File: src/hw/gamePhysicsPkg.sv
package gamePhysicsPkg;

   // Positions and velocities carry 10 pixel bits and 6 fraction bits.
   typedef logic [15:0] subpixelT;
   typedef logic [9:0] pixelT;
   typedef logic [6:0] tileT;
   typedef logic [6:0] brickAddrT;
   typedef logic [2:0] brickRowT;
   typedef logic [3:0] brickColT;

   // One sub-step walks through these phases in order.
   typedef enum logic [2:0] {
      extrapolate,
      locate,
      beginLoad,
      loadX,
      loadY,
      collide,
      update,
      storeY
   } physPhaseT;

   typedef enum logic [1:0] {
      waitRelease,
      inGame,
      lost
   } ballStateT;

   localparam pixelT ballSizePixel = 10'd8;
   localparam pixelT paddleLengthPixel = 10'd56;

   // The paddle top sits on a tile boundary.
   localparam tileT paddleYTile = 7'd70;
   localparam pixelT paddleYPixel = pixelT'(paddleYTile) * 10'd8;

   localparam tileT leftWallXTile = 7'd1;
   localparam tileT rightWallXTile = 7'd98;
   localparam tileT ceilingYTile = 7'd2;

   // Paddle range, end is exclusive.
   localparam pixelT gameBeginXPixel = pixelT'(leftWallXTile + 7'd1) * 10'd8;
   localparam pixelT gameEndXPixel = pixelT'(rightWallXTile) * 10'd8;

   // A brick is 8 tiles wide and 2 tiles tall.
   localparam tileT brickStartXTile = 7'd2;
   localparam tileT brickStartYTile = 7'd8;
   localparam int brickColCount = 12;
   localparam int brickRowCount = 6;
   localparam int brickCount = brickColCount * brickRowCount;
   localparam brickAddrT invalidBrick = brickAddrT'(brickCount);

   localparam subpixelT paddleSpeedSubpixel = 16'd48;
   localparam int stepsPerFrame = 12;

   localparam subpixelT paddleHomeX = {10'd370, 6'd0};
   localparam subpixelT ballHomeY = subpixelT'(paddleYPixel - ballSizePixel) << 6;
   localparam subpixelT releaseVelX = 16'd8;
   localparam subpixelT releaseVelY = 16'hfff0;

endpackage

File: src/hw/ballMotionIf.sv
interface ballMotionIf;
   import gamePhysicsPkg::*;

   subpixelT ballX;
   subpixelT ballY;
   subpixelT velX;
   subpixelT velY;

   // Sign bits of the velocity.
   logic goesLeft;
   logic goesUp;

   modport owner (
      output ballX, ballY, velX, velY, goesLeft, goesUp
   );

   modport viewer (
      input ballX, ballY, velX, velY, goesLeft, goesUp
   );

endinterface

File: src/hw/brickStore.sv
module brickStore (
   input logic CLK,
   input logic RESET,
   input gamePhysicsPkg::brickAddrT addr,
   input logic writeData,
   input logic writeEnable,
   input gamePhysicsPkg::brickAddrT readAddr,
   output logic readData,
   output logic readAlive
);
   import gamePhysicsPkg::*;

   // One alive bit per brick, plus the dummy entry that always reads zero.
   logic [brickCount:0] alive;

   always_ff @(posedge CLK) begin
      if (RESET) begin
         alive <= {1'b0, {brickCount{1'b1}}};
      end else if (writeEnable && addr < invalidBrick) begin
         alive[addr] <= writeData;
      end
   end

   // Physics port.
   always_ff @(posedge CLK) begin
      readData <= (addr <= invalidBrick) ? alive[addr] : 1'b0;
   end

   // Display port, read only.
   always_ff @(posedge CLK) begin
      readAlive <= (readAddr <= invalidBrick) ? alive[readAddr] : 1'b0;
   end

endmodule

File: src/hw/stepSequencer.sv
module stepSequencer (
   input logic CLK,
   input logic RESET,
   input logic startUpdate,
   input gamePhysicsPkg::brickAddrT nbrXAddr,
   input gamePhysicsPkg::brickAddrT nbrYAddr,
   output gamePhysicsPkg::physPhaseT phase,
   output logic stepComplete,
   output gamePhysicsPkg::brickAddrT storeAddr,
   output logic storeWrite
);
   import gamePhysicsPkg::*;

   // Sub-steps done in this frame. The last value doubles as idle.
   logic [3:0] stepCount;

   always_ff @(posedge CLK) begin
      if (RESET) begin
         phase <= extrapolate;
         stepCount <= 4'(stepsPerFrame - 1);
         stepComplete <= 1'b0;
      end else begin
         stepComplete <= (phase == update);
         case (phase)
            extrapolate: begin
               if (stepCount == 4'(stepsPerFrame - 1)) begin
                  // Idle until a new frame is requested.
                  if (startUpdate) begin
                     stepCount <= 4'd0;
                     phase <= locate;
                  end
               end else begin
                  stepCount <= stepCount + 4'd1;
                  phase <= locate;
               end
            end
            storeY: begin
               phase <= extrapolate;
            end
            default: begin
               phase <= physPhaseT'(phase + 3'd1);
            end
         endcase
      end
   end

   // The store answers one cycle after the address, so each load is
   // addressed one phase ahead of its latch.
   always_comb begin
      case (phase)
         beginLoad,
         update: storeAddr = nbrXAddr;
         loadX,
         storeY: storeAddr = nbrYAddr;
         default: storeAddr = invalidBrick;
      endcase
   end

   // Write back both neighbor alive bits after the collision.
   assign storeWrite = (phase == update) || (phase == storeY);

endmodule

File: src/hw/tileLocator.sv
module tileLocator (
   input logic CLK,
   input gamePhysicsPkg::physPhaseT phase,
   ballMotionIf.viewer ball,
   output gamePhysicsPkg::brickAddrT nbrXAddr,
   output gamePhysicsPkg::brickAddrT nbrYAddr,
   output logic canHitX,
   output logic canHitY,
   output logic inBrickArea,
   output gamePhysicsPkg::brickRowT curRow,
   output logic lostLine
);
   import gamePhysicsPkg::*;

   tileT ballXTile;
   tileT ballYTile;
   pixelT endXPixel;
   pixelT endYPixel;
   logic atTileX;
   logic atTileY;

   // Tiles of the brick the ball currently occupies.
   tileT cXTile;
   tileT cYTile;

   tileT xOffset;
   tileT yOffset;
   brickColT col;
   brickRowT row;
   logic rowValid;
   logic aboveFirstRow;
   logic beneathLastRow;
   logic areaHit;

   function automatic brickAddrT brickIndex(input brickRowT r, input brickColT c);
      return brickAddrT'(int'(r) * brickColCount + int'(c));
   endfunction

   assign ballXTile = ball.ballX[15:9];
   assign ballYTile = ball.ballY[15:9];
   assign endXPixel = ball.ballX[15:6] + ballSizePixel - 10'd1;
   assign endYPixel = ball.ballY[15:6] + ballSizePixel - 10'd1;
   assign atTileX = (ball.ballX[8:0] == 9'd0);
   assign atTileY = (ball.ballY[8:0] == 9'd0);

   always_ff @(posedge CLK) begin
      if (phase == extrapolate) begin
         if (ball.goesLeft) begin
            cXTile <= endXPixel[9:3];
            canHitX <= atTileX && (ballXTile[2:0] == brickStartXTile[2:0]);
         end else begin
            cXTile <= ballXTile;
            canHitX <= atTileX && ((ballXTile[2:0] + 3'd1) == brickStartXTile[2:0]);
         end
         if (ball.goesUp) begin
            cYTile <= endYPixel[9:3];
            canHitY <= atTileY && (ballYTile[0] == brickStartYTile[0]);
         end else begin
            cYTile <= ballYTile;
            canHitY <= atTileY && (ballYTile[0] != brickStartYTile[0]);
         end
      end
   end

   assign xOffset = cXTile - brickStartXTile;
   assign yOffset = cYTile - brickStartYTile;
   assign col = xOffset[6:3];
   assign row = yOffset[3:1];

   // Just outside the grid the ball can still touch the first or last row.
   assign rowValid = (yOffset[6:1] < brickRowCount);
   assign aboveFirstRow = (&yOffset) && !ball.goesUp;
   assign beneathLastRow = (yOffset == tileT'(2 * brickRowCount)) && ball.goesUp;
   assign areaHit = rowValid || aboveFirstRow || beneathLastRow;

   always_ff @(posedge CLK) begin
      if (phase == locate) begin
         inBrickArea <= areaHit;
         curRow <= row;
         lostLine <= (ballYTile == paddleYTile + 7'd3);

         if (!rowValid) begin
            nbrXAddr <= invalidBrick;
         end else if (ball.goesLeft) begin
            nbrXAddr <= (col == 4'd0) ? invalidBrick : brickIndex(row, col - 4'd1);
         end else begin
            nbrXAddr <= (col == 4'(brickColCount - 1)) ? invalidBrick :
               brickIndex(row, col + 4'd1);
         end

         // Row above the grid wraps to 7, so its lower neighbor is row 0.
         if (!areaHit) begin
            nbrYAddr <= invalidBrick;
         end else if (ball.goesUp) begin
            nbrYAddr <= (row == 3'd0) ? invalidBrick : brickIndex(row - 3'd1, col);
         end else begin
            nbrYAddr <= (row == 3'(brickRowCount - 1)) ? invalidBrick :
               brickIndex(row + 3'd1, col);
         end
      end
   end

endmodule

File: src/hw/collisionResolver.sv
module collisionResolver (
   input logic CLK,
   input logic RESET,
   input gamePhysicsPkg::physPhaseT phase,
   ballMotionIf.viewer ball,
   input logic canHitX,
   input logic canHitY,
   input logic inBrickArea,
   input gamePhysicsPkg::brickRowT curRow,
   input logic brickData,
   input gamePhysicsPkg::pixelT paddleXPixel,
   input logic ballWaiting,
   output gamePhysicsPkg::subpixelT newVelX,
   output gamePhysicsPkg::subpixelT newVelY,
   output logic nbrXAlive,
   output logic nbrYAlive,
   output logic hitWall,
   output logic hitPaddle,
   output logic hitBrick,
   output gamePhysicsPkg::brickRowT hitBrickRow
);
   import gamePhysicsPkg::*;

   tileT ballXTile;
   tileT ballYTile;
   logic atTileX;
   logic atTileY;
   pixelT ballEndXPixel;
   pixelT paddleOffset;
   logic sideWall;
   logic ceiling;
   logic paddleContact;
   logic hitXBrick;
   logic hitYBrick;
   brickRowT yRow;

   assign ballXTile = ball.ballX[15:9];
   assign ballYTile = ball.ballY[15:9];
   assign atTileX = (ball.ballX[8:0] == 9'd0);
   assign atTileY = (ball.ballY[8:0] == 9'd0);
   assign ballEndXPixel = ball.ballX[15:6] + ballSizePixel - 10'd1;

   assign sideWall = atTileX && (ball.goesLeft ?
      (ballXTile == leftWallXTile + 7'd1) : (ballXTile == rightWallXTile - 7'd1));
   assign ceiling = atTileY && ball.goesUp && (ballYTile == ceilingYTile + 7'd1);

   // Offset wraps negative when the ball is left of the paddle.
   assign paddleOffset = ballEndXPixel - paddleXPixel;
   assign paddleContact = atTileY && !ball.goesUp && !ballWaiting &&
      (ballYTile == paddleYTile - 7'd1) &&
      (paddleOffset < paddleLengthPixel + ballSizePixel - 10'd1);

   assign hitXBrick = inBrickArea && canHitX && nbrXAlive;
   assign hitYBrick = inBrickArea && canHitY && nbrYAlive;
   assign yRow = ball.goesUp ? curRow - 3'd1 : curRow + 3'd1;

   // Neighbor latches and the reflected velocity.
   always_ff @(posedge CLK) begin
      case (phase)
         loadX: nbrXAlive <= brickData;
         loadY: nbrYAlive <= brickData;
         collide: begin
            if (hitXBrick) begin
               nbrXAlive <= 1'b0;
            end
            if (hitYBrick) begin
               nbrYAlive <= 1'b0;
            end
            newVelX <= (sideWall || hitXBrick) ? -ball.velX : ball.velX;
            newVelY <= (paddleContact || ceiling || hitYBrick) ? -ball.velY : ball.velY;
         end
         default: ;
      endcase
   end

   // Flags stay up through update and the step-complete cycle.
   always_ff @(posedge CLK) begin
      if (RESET || phase == storeY) begin
         hitWall <= 1'b0;
         hitPaddle <= 1'b0;
         hitBrick <= 1'b0;
         hitBrickRow <= '0;
      end else if (phase == collide) begin
         hitWall <= sideWall || ceiling;
         hitPaddle <= paddleContact;
         hitBrick <= hitXBrick || hitYBrick;
         hitBrickRow <= hitYBrick ? yRow : (hitXBrick ? curRow : '0);
      end
   end

endmodule

File: src/hw/ballPaddleState.sv
module ballPaddleState (
   input logic CLK,
   input logic RESET,
   input gamePhysicsPkg::physPhaseT phase,
   input logic btnLeft,
   input logic btnRight,
   input logic btnRelease,
   input logic ignoreDeath,
   input logic lostLine,
   input gamePhysicsPkg::subpixelT newVelX,
   input gamePhysicsPkg::subpixelT newVelY,
   ballMotionIf.owner ball,
   output gamePhysicsPkg::pixelT paddleXPixel,
   output logic ballWaiting,
   output logic ballLost
);
   import gamePhysicsPkg::*;

   ballStateT ballState;
   subpixelT paddleX;
   subpixelT newPaddleX;
   subpixelT movedX;
   subpixelT ballX;
   subpixelT ballY;
   subpixelT velX;
   subpixelT velY;
   pixelT centerXPixel;

   assign movedX = paddleX - (btnLeft ? paddleSpeedSubpixel : '0) +
      (btnRight ? paddleSpeedSubpixel : '0);

   // Tentative paddle position, clamped to the playfield.
   always_ff @(posedge CLK) begin
      if (phase == extrapolate) begin
         if (movedX < {gameBeginXPixel, 6'd0}) begin
            newPaddleX <= {gameBeginXPixel, 6'd0};
         end else if (movedX > {gameEndXPixel - paddleLengthPixel, 6'd0}) begin
            newPaddleX <= {gameEndXPixel - paddleLengthPixel, 6'd0};
         end else begin
            newPaddleX <= movedX;
         end
      end
   end

   // A waiting ball rides centered on the moved paddle.
   assign centerXPixel = newPaddleX[15:6] + (paddleLengthPixel - ballSizePixel) / 2;

   always_ff @(posedge CLK) begin
      if (RESET) begin
         ballState <= waitRelease;
         paddleX <= paddleHomeX;
         ballX <= {paddleHomeX[15:6] + (paddleLengthPixel - ballSizePixel) / 2, 6'd0};
         ballY <= ballHomeY;
         velX <= '0;
         velY <= '0;
         ballLost <= 1'b0;
      end else if (phase == update) begin
         paddleX <= newPaddleX;
         case (ballState)
            waitRelease: begin
               ballX <= {centerXPixel, 6'd0};
               ballY <= {paddleYPixel - ballSizePixel, 6'd0};
               if (btnRelease) begin
                  ballState <= inGame;
                  velX <= releaseVelX;
                  velY <= releaseVelY;
               end
            end
            inGame: begin
               ballX <= ballX + newVelX;
               ballY <= ballY + newVelY;
               velX <= newVelX;
               velY <= newVelY;
               if (lostLine && !ignoreDeath) begin
                  ballState <= lost;
                  ballLost <= 1'b1;
               end
            end
            default: begin
               // Ball gone, bring the paddle home for the next serve.
               paddleX <= paddleHomeX;
               velX <= '0;
               velY <= '0;
               ballState <= waitRelease;
            end
         endcase
      end else begin
         ballLost <= 1'b0;
      end
   end

   assign ball.ballX = ballX;
   assign ball.ballY = ballY;
   assign ball.velX = velX;
   assign ball.velY = velY;
   assign ball.goesLeft = velX[15];
   assign ball.goesUp = velY[15];

   assign paddleXPixel = paddleX[15:6];
   assign ballWaiting = (ballState == waitRelease);

endmodule

File: src/hw/gamePhysics.sv
module gamePhysics (
   input logic CLK,
   input logic RESET,
   input logic startUpdate,
   input logic btnLeft,
   input logic btnRight,
   input logic btnRelease,
   input logic ignoreDeath,
   output logic stepComplete,
   output logic hitWall,
   output logic hitPaddle,
   output logic hitBrick,
   output gamePhysicsPkg::brickRowT hitBrickRow,
   output logic ballLost,
   output gamePhysicsPkg::pixelT paddleXPixel,
   output gamePhysicsPkg::pixelT ballXPixel,
   output gamePhysicsPkg::pixelT ballYPixel,
   input gamePhysicsPkg::brickAddrT brickAddr,
   output logic brickAlive
);
   import gamePhysicsPkg::*;

   physPhaseT phase;
   brickAddrT nbrXAddr;
   brickAddrT nbrYAddr;
   logic canHitX;
   logic canHitY;
   logic inBrickArea;
   brickRowT curRow;
   logic lostLine;
   brickAddrT storeAddr;
   logic storeWrite;
   logic storeData;
   logic brickData;
   subpixelT newVelX;
   subpixelT newVelY;
   logic nbrXAlive;
   logic nbrYAlive;
   logic ballWaiting;

   ballMotionIf ballBus ();

   stepSequencer u_stepSequencer (
      .CLK(CLK),
      .RESET(RESET),
      .startUpdate(startUpdate),
      .nbrXAddr(nbrXAddr),
      .nbrYAddr(nbrYAddr),
      .phase(phase),
      .stepComplete(stepComplete),
      .storeAddr(storeAddr),
      .storeWrite(storeWrite)
   );

   tileLocator u_tileLocator (
      .CLK(CLK),
      .phase(phase),
      .ball(ballBus),
      .nbrXAddr(nbrXAddr),
      .nbrYAddr(nbrYAddr),
      .canHitX(canHitX),
      .canHitY(canHitY),
      .inBrickArea(inBrickArea),
      .curRow(curRow),
      .lostLine(lostLine)
   );

   // X neighbor is written back in update, Y neighbor in storeY.
   assign storeData = (phase == storeY) ? nbrYAlive : nbrXAlive;

   brickStore u_brickStore (
      .CLK(CLK),
      .RESET(RESET),
      .addr(storeAddr),
      .writeData(storeData),
      .writeEnable(storeWrite),
      .readAddr(brickAddr),
      .readData(brickData),
      .readAlive(brickAlive)
   );

   collisionResolver u_collisionResolver (
      .CLK(CLK),
      .RESET(RESET),
      .phase(phase),
      .ball(ballBus),
      .canHitX(canHitX),
      .canHitY(canHitY),
      .inBrickArea(inBrickArea),
      .curRow(curRow),
      .brickData(brickData),
      .paddleXPixel(paddleXPixel),
      .ballWaiting(ballWaiting),
      .newVelX(newVelX),
      .newVelY(newVelY),
      .nbrXAlive(nbrXAlive),
      .nbrYAlive(nbrYAlive),
      .hitWall(hitWall),
      .hitPaddle(hitPaddle),
      .hitBrick(hitBrick),
      .hitBrickRow(hitBrickRow)
   );

   ballPaddleState u_ballPaddleState (
      .CLK(CLK),
      .RESET(RESET),
      .phase(phase),
      .btnLeft(btnLeft),
      .btnRight(btnRight),
      .btnRelease(btnRelease),
      .ignoreDeath(ignoreDeath),
      .lostLine(lostLine),
      .newVelX(newVelX),
      .newVelY(newVelY),
      .ball(ballBus),
      .paddleXPixel(paddleXPixel),
      .ballWaiting(ballWaiting),
      .ballLost(ballLost)
   );

   assign ballXPixel = ballBus.ballX[15:6];
   assign ballYPixel = ballBus.ballY[15:6];

endmodule

File: config.mk
export PLATFORM = sky130hd
export DESIGN_NAME = gamePhysics
export DESIGN_NICKNAME = d
export VERILOG_FILES = /design/src/hw/gamePhysicsPkg.sv /design/src/hw/ballMotionIf.sv /design/src/hw/brickStore.sv /design/src/hw/stepSequencer.sv /design/src/hw/tileLocator.sv /design/src/hw/collisionResolver.sv /design/src/hw/ballPaddleState.sv /design/src/hw/gamePhysics.sv
export SDC_FILE = /design/constraint.sdc
export NUM_CORES = 1
export LEC_CHECK = 0
export ABC_AREA = 1
export BUFFER_PORTS_ARGS = -buffer_cell sky130_fd_sc_hd__buf_2
export CAP_MARGIN = 30
export CORE_MARGIN = 1.5
export CORE_UTILIZATION = 58
export DETAILED_ROUTE_END_ITERATION = 8
export HOLD_SLACK_MARGIN = 0.15
export PLACE_DENSITY_LB_ADDON = 0.12
export RECOVER_POWER = 100
export SLEW_MARGIN = 20
export SYNTH_ARGS = -nofsm -noshare
export SYNTH_HDL_FRONTEND = slang
export SYNTH_HIERARCHICAL = 1
export SYNTH_SLANG_ARGS = --single-unit
File: constraint.sdc
create_clock -name CLK -period 3.3 [get_ports CLK]
set_input_delay 0.99 -clock CLK [delete_from_list [all_inputs] [get_ports CLK]]
set_output_delay 0.99 -clock CLK [all_outputs]
set_load 0.01 [all_outputs]
Word level (Yosys, flattened, before mapping)
Index checks and enable logic that the tools add are counted.
Storage, ports and cells
  input bits: 14
  output and inout port bits: 39
  logic and storage cells: 200
  flip-flop bits (word level): 257
Cells by class
  eq/ne operators: 25
  magnitude comparators: 10
  reduce and logical (&&, ||, !) cells: 54
  multipliers: 3
  add/subtract/negate cells: 27
  muxes and demuxes: 47
  bitwise logic cells: 2
Operators by type and width (count)
  $pmux W16 S2: 4
  $mux W16: 6
  $bwmux W73: 1
  $mux W7: 8
  $add A16 B16 Y16: 3
  $neg A16 Y16: 2
  $add A7 B5 Y7: 4
  $eq A7 B7 Y1 const B: 3
  $add A10 B4 Y10 const B: 2
  $logic_and A1 B1 Y1: 20
  $sub A10 B1 Y10 const B: 2
  $logic_not A9 Y1: 2
  $gt A16 B16 Y1 const B: 1
  $lt A16 B11 Y1 const B: 1
  $lt A7 B8 Y1 const B: 2
  $sub A16 B16 Y16: 1
  $eq A3 B3 Y1 const B: 5
  $mul A3 B2 Y5 const B: 3
  $mux W3: 5
  $bmux W1 S7: 2
  $eq A7 B2 Y1 const B: 2
  $le A7 B7 Y1 const B: 2
  $pmux W7 S2: 1
  $add A3 B1 Y3 const B: 4
  38 further kinds: 82

Longest topological paths before layout
  depth in word-level cells: 8
  mapped depth: 20
  gate-level depth less buffers: 19

Modules after synthesis
Netlist, hierarchy kept.
Modules (own cells, without submodules)
  ballPaddleState: area each 6377.4 um2, cells an instance 940, instances 1, seq. area each 2142.1 um2
  brickStore: area each 4810.9 um2, cells an instance 728, instances 1, seq. area each 1501.4 um2
  collisionResolver: area each 3229.3 um2, cells an instance 442, instances 1, seq. area each 1141.1 um2
  tileLocator: area each 2835.2 um2, cells an instance 346, instances 1, seq. area each 1021.0 um2
  stepSequencer: area each 540.5 um2, cells an instance 76, instances 1, seq. area each 160.2 um2
  gamePhysics: area each 18.8 um2, cells an instance 4, instances 1, seq. area each 0.0 um2

Worst setup path after synthesis
OpenSTA, ideal clock, no wires.
  path type: input to register
  start point: input port btnRight
  end point: register u_ballPaddleState.newPaddleX[2] (data pin)
  buffers on the path: 1
  path slack: -0.027 ns
  required time: 3.044 ns
  setup time: 0.256 ns
  stages on the path: 19
  arrival time: 3.071 ns
  cell sequence: inv_1 fa_1 inv_1 ha_1 nand2_1 inv_2 nand2_1 nand3_2 nand2_2 nand2_2 nand2_1 nand2_1 nor2_1 nand3_1 nand2_1 nand2_2 nand2_2 buf_6 nor2_2
On the way
  longest elaborated chain between the ends: 4
  elaborated cells on any way between the ends: 5
  classes of those cells: add/sub: 1; order compare: 2; mux: 1; reduce/logical: 1
Ends and longest elaborated chain
  start, declared: RTL line gamePhysics.sv:6  | input logic btnRight,
  $mux W6 (*): RTL line ballPaddleState.sv:30  | (btnRight ? paddleSpeedSubpixel : '0);
  $add A16 B16 Y16 (*): RTL line ballPaddleState.sv:29  | assign movedX = paddleX - (btnLeft ? paddleSpeedSubpixel : '0) +
  $gt A16 B16 Y1 / $lt A16 B11 Y1 (equally long branches): RTL line ballPaddleState.sv:37, ballPaddleState.sv:35
  $reduce_or A2 Y1 (no source line) (*)
  end signal, assigned: RTL line ballPaddleState.sv:36  | newPaddleX <= {gameBeginXPixel, 6'd0};
  end signal, assigned: RTL line ballPaddleState.sv:38  | newPaddleX <= {gameEndXPixel - paddleLengthPixel, 6'd0};
  end signal, assigned: RTL line ballPaddleState.sv:40  | newPaddleX <= movedX;
  end, declared: RTL line ballPaddleState.sv:21  | subpixelT newPaddleX;
Mark *: on every way between the ends. The rest lies on a longest branch, timed or not.
A chain may end at the register's enable or synchronous reset.

Worst setup path in the final report
  start point: register u_ballPaddleState.paddleX[7]
  end point: register u_collisionResolver.newVelY[9] (data pin)
On the way
  longest elaborated chain between the ends: 6
Ends and longest elaborated chain
  start, declared: RTL line ballPaddleState.sv:20  | subpixelT paddleX;
  start signal, assigned: RTL line ballPaddleState.sv:51  | paddleX <= paddleHomeX;
  start signal, assigned: RTL line ballPaddleState.sv:58  | paddleX <= newPaddleX;
  start signal, assigned: RTL line ballPaddleState.sv:81  | paddleX <= paddleHomeX;
  $sub A10 B10 Y10: RTL line collisionResolver.sv:48  | assign paddleOffset = ballEndXPixel - paddleXPixel;
  $lt A10 B6 Y1: RTL line collisionResolver.sv:51  | (paddleOffset < paddleLengthPixel + ballSizePixel - 10'd1);
  $logic_and A1 B1 Y1: RTL line collisionResolver.sv:50  | (ballYTile == paddleYTile - 7'd1) &&
  $logic_or A1 B1 Y1 (2 in a row): RTL line collisionResolver.sv:70  | newVelY <= (paddleContact || ceiling || hitYBrick) ? -ball.velY : ball.velY;
  $mux W16: RTL line collisionResolver.sv:70
  end signal, assigned: RTL line collisionResolver.sv:70
  end, declared: RTL line collisionResolver.sv:14  | output gamePhysicsPkg::subpixelT newVelY,
No other way between the ends.

==> out/qor.txt <==
number of cells on the critical path: 14
Reg power frac: 35.4%
TritonCTS buffer count: 28
Detailed Route Iter0 Violations: 1425
largest cells by area after synthesis: dfxtp_1 19%, nand2_1 15%, edfxtp_1 14%
clk buf depth: 3
vias in the first global route: 15800
dpl hpwl: 35100 um
DRC viols: 0
routed wire length: 49500 um
final-report setup violation count: 0
Post-Syn Area per Cell: 7.02 um2
Clk pwr share: 30.4%
pin count of the biggest net entering global routing: 63
FF-to-FF Start: u_ballPaddleState/paddleX[7]
vias per cell: 5.62
CTS Hold Buffers Added: 0
post-synth net total: 2657
RSZ-0062 raised after global routing: no
Synth Instances: 2536
max cap viols: 0
most area-hungry cell type in the Yosys netlist: dfxtp_1
Layout area overhead: 8.09%
CP Data Arrival Time: 3390 ps
hold wc startpoint: u_brickStore/alive[72]
Yosys reg bits: 256
routed len/inst: 16.5 um
Crit. End Element: flip-flop
Fin. Hold Viols: 0
Synth Cell Area: 17800 um2
Slowest-stage cell, CP: dfxtp_1
CTS clock-pin slew for the worst setup and hold paths: 60 ps
antenna violations before repair: 0
Slew Viols, Final: 0
status: complete, no violations
path depth of the worst reg2reg path: 14
internal power: 0.00689 W
Relative slew margins: 2.37%
Ys Warns: 6
Leak: 9.18 nW
Hold WC Path Type: reg -> reg
post-synth cell types: 60
final period utilization: 93.5%
Seq/Total Area, Yosys: 33.5%
Vias: 16900
Req. time, crit path: 3600 ps
nets: 2712
Largest stage delay, worst path: 430 ps
drt first pass iters: 5
die height: 178 um
Max Clock Skew: 14.0 ps
Initial Util: 59.5%
CTS resizes: 0
I/O Buffers: 52
CTS tree: done
RR Endpoint: u_collisionResolver/newVelY[9]
IO Pins: 53
root buf cell: clkbuf_16
fmax: 0.324 GHz
layout cells sized above 1: 8.53%
Power Density: 567 nW/um2
CTS H-tree depth: 1
Fin Setup TNS: 0 ps
GRT Overall Usage: 31.3%
Post-synth EDFFs: 84
core box area: 30000 um2
post-route ant nets: 0
FFs w/ async S/R, synth: 0%
WHS: 455 ps
# rows: 63
worst-path maximum fanout: 17
critical path endpoint: u_collisionResolver/newVelY[9]
Max VDD drop: 0.393 mV
GP Congestion: 0.900
Period minus WS final: 3090 ps
Switching Power: 0.00403 W
ys flop type: dfxtp_1
startpoint class of the critical path: flip-flop
Sw Ratio: 36.9%
R2R Setup Slk: 210 ps
area share of the largest cell type after synthesis: 19.3%
worst-path cell chain: inv_1 > ha_1 > ha_1 > inv_1 > fa_1 > nand3b_1 > nor2_1 > nand3_1 > nor2_1 > nor2_2 > nand3_4 > nand2_2 > nand2_1 > nand2_1
worst path bufs/invs: 2
first-pass GRT wire length: 79600 um
CP startpoint: u_ballPaddleState/paddleX[7]
delay-heaviest family, CP: simple AND/OR/NAND/NOR gates
setup bufs post-CTS: 0
grt total ovfl: 0
critical setup path kind: reg -> reg
Die Width: 178 um
Worst Tran Pin Value: 1460 ps
clock sink count: 256
full die area: 31800 um2
Ant. Diodes: 0
clk_lat worst skew: 550 ps
Gate power share: 34.2%
-- cell usage after synthesis, drive strengths merged (2+ instances only) --
library cell and instances:
a21oi 170, clkbuf 39, nor3 22, ha 94, buf 55, o21bai 4, edfxtp 84, a211oi 3
fa 13, a22o 6, nor3b 3, o21ai 164, and2 2, xor2 44, clkinv 2, nand3 270
nor2 207, xnor2 16, o211ai 9, o21a 2, inv 313, nor4 14, nand4 23, nand2 747
or2 7, dfxtp 172, o22ai 5, nand3b 7, a21o 4, o311ai 29
-- placed cells by master (no fill, tap or decap), types with 6 or more instances in the layout --
| cell type | synthesis | final |
|---|---|---|
| ha_1 | 94 | 93 |
| buf_4 | 20 | 41 |
| nor3_1 | 17 | 19 |
| edfxtp_1 | 84 | 84 |
| o211ai_1 | 9 | 9 |
| o21ai_0 | 104 | 122 |
| nand3_1 | 256 | 258 |
| xnor2_1 | 15 | 15 |
| nor4_1 | 14 | 14 |
| nor2_1 | 170 | 180 |
| buf_2 | 23 | 23 |
| nand3_2 | 11 | 9 |
| o21ai_1 | 41 | 31 |
| a22o_1 | 6 | 6 |
| o311ai_1 | 23 | 13 |
| o311ai_0 | 5 | 15 |
| clkbuf_16 | 0 | 30 |
| nor2_2 | 25 | 20 |
| clkinv_2 | 0 | 7 |
| dfxtp_1 | 172 | 172 |
| nand3b_1 | 7 | 7 |
| inv_2 | 25 | 19 |
| nand2_1 | 719 | 727 |
| nor2_4 | 8 | 7 |
| o21ai_2 | 19 | 11 |
| clkbuf_1 | 39 | 53 |
| nand4_1 | 22 | 22 |
| inv_1 | 283 | 292 |
| xor2_1 | 44 | 44 |
| nand2_2 | 21 | 17 |
| a21oi_1 | 168 | 169 |
| fa_1 | 13 | 13 |
-- final cells by class --
| class | instances | area [um2] |
|---|---|---|
| fill | 2817 | 10700 |
| timing repair buffer | 120 | 681 |
| inverter | 315 | 1190 |
| tap | 390 | 488 |
| clock buffer | 38 | 831 |
| clock inverter | 14 | 151 |
| sequential | 256 | 5970 |
| multi-input combinational | 1870 | 9940 |
-- per-layer routing --
metal,part of all wire [%],vias up,track usage (%)
met2,47,597,54.1
met3,6.6,113,4.03
met4,3.0,0,9.24
met5,0,-,0
met1,43,7719,40.8
li1,-,8438,-
-- power groups by stage --
stage | Clock, W | Combinational, W | Sequential, W
2_1_floorplan | 0 | 0.00289 | 0.00390
3_3_place_gp | 0 | 0.00369 | 0.00393
3_5_place_dp | 0 | 0.00380 | 0.00393
4_1_cts | 0.00336 | 0.00383 | 0.00387
5_1_grt | 0.00349 | 0.00426 | 0.00390
6_report | 0.00331 | 0.00374 | 0.00387
-- state kept, by name (all words and copies together) (netlist names), 2 cells and up --
name and count:
u_collisionResolver/newVelY 16, u_tileLocator/nbrYAddr 7, u_ballPaddleState/ballState 2, u_collisionResolver/newVelX 16, u_tileLocator/nbrXAddr 7, u_stepSequencer/stepCount 4, u_ballPaddleState/ball.velY 16, u_stepSequencer/phase 3
u_collisionResolver/hitBrickRow 3, u_ballPaddleState/ball.velX 16, u_ballPaddleState/ball.ballX 16, u_tileLocator/cYTile 7, u_tileLocator/cXTile 6, u_tileLocator/curRow 3, u_ballPaddleState/ball.ballY 16, u_ballPaddleState/newPaddleX 16
u_ballPaddleState/paddleX 16, u_brickStore/alive 73
-- cells by family (layout without fill, tap and decap cells) --
kind of cell             Yosys count  in the layout  share of synthesized area (%)
adder cells (fa/ha/maj)          107            107                           8.06
XOR/XNOR                          60             60                           3.06
buffers and inverters            410            487                           9.74
AND/OR/NAND/NOR                 1304           1304                           32.8
flip-flops                       256            256                           33.5
AO/OA/AOI/OAI                    399            399                           12.9
-- stage by stage --
stage | total power, W | util (%) | cells | setup slack [ps] | area [um2]
CTS | 0.0111 | 65.4 | 3002 | 293 | 19600
finish | 0.0109 | 64.3 | 3003 | 213 | 19300
floorplan | 0.00680 | - | 2536 | 17.8 | 17800
detailed placement | 0.00773 | 62.1 | 2950 | -293 | 18600
global placement | 0.00762 | 62.0 | 2949 | -239 | 18600
global route | 0.0117 | 64.3 | 3003 | 7.17 | 19300
-- tightest hold or removal path, cell delays in order, from the launching register on --
cell and delay, ps:
dfxtp_1 330, inv_1 60, nor2_1 30
-- worst min path at each step --
stage | to | cells past startpoint | slack, ps
after floorplan | u_brickStore/alive[72] | 2 | 420
after global placement | u_brickStore/alive[72] | 2 | 440
final | u_brickStore/alive[72] | 2 | 460
after detailed placement | u_brickStore/alive[72] | 2 | 440
after global routing | u_ballPaddleState/paddleX[0] | 2 | 480
after CTS | u_brickStore/alive[72] | 2 | 450
Power figures use the tool's default switching activity.
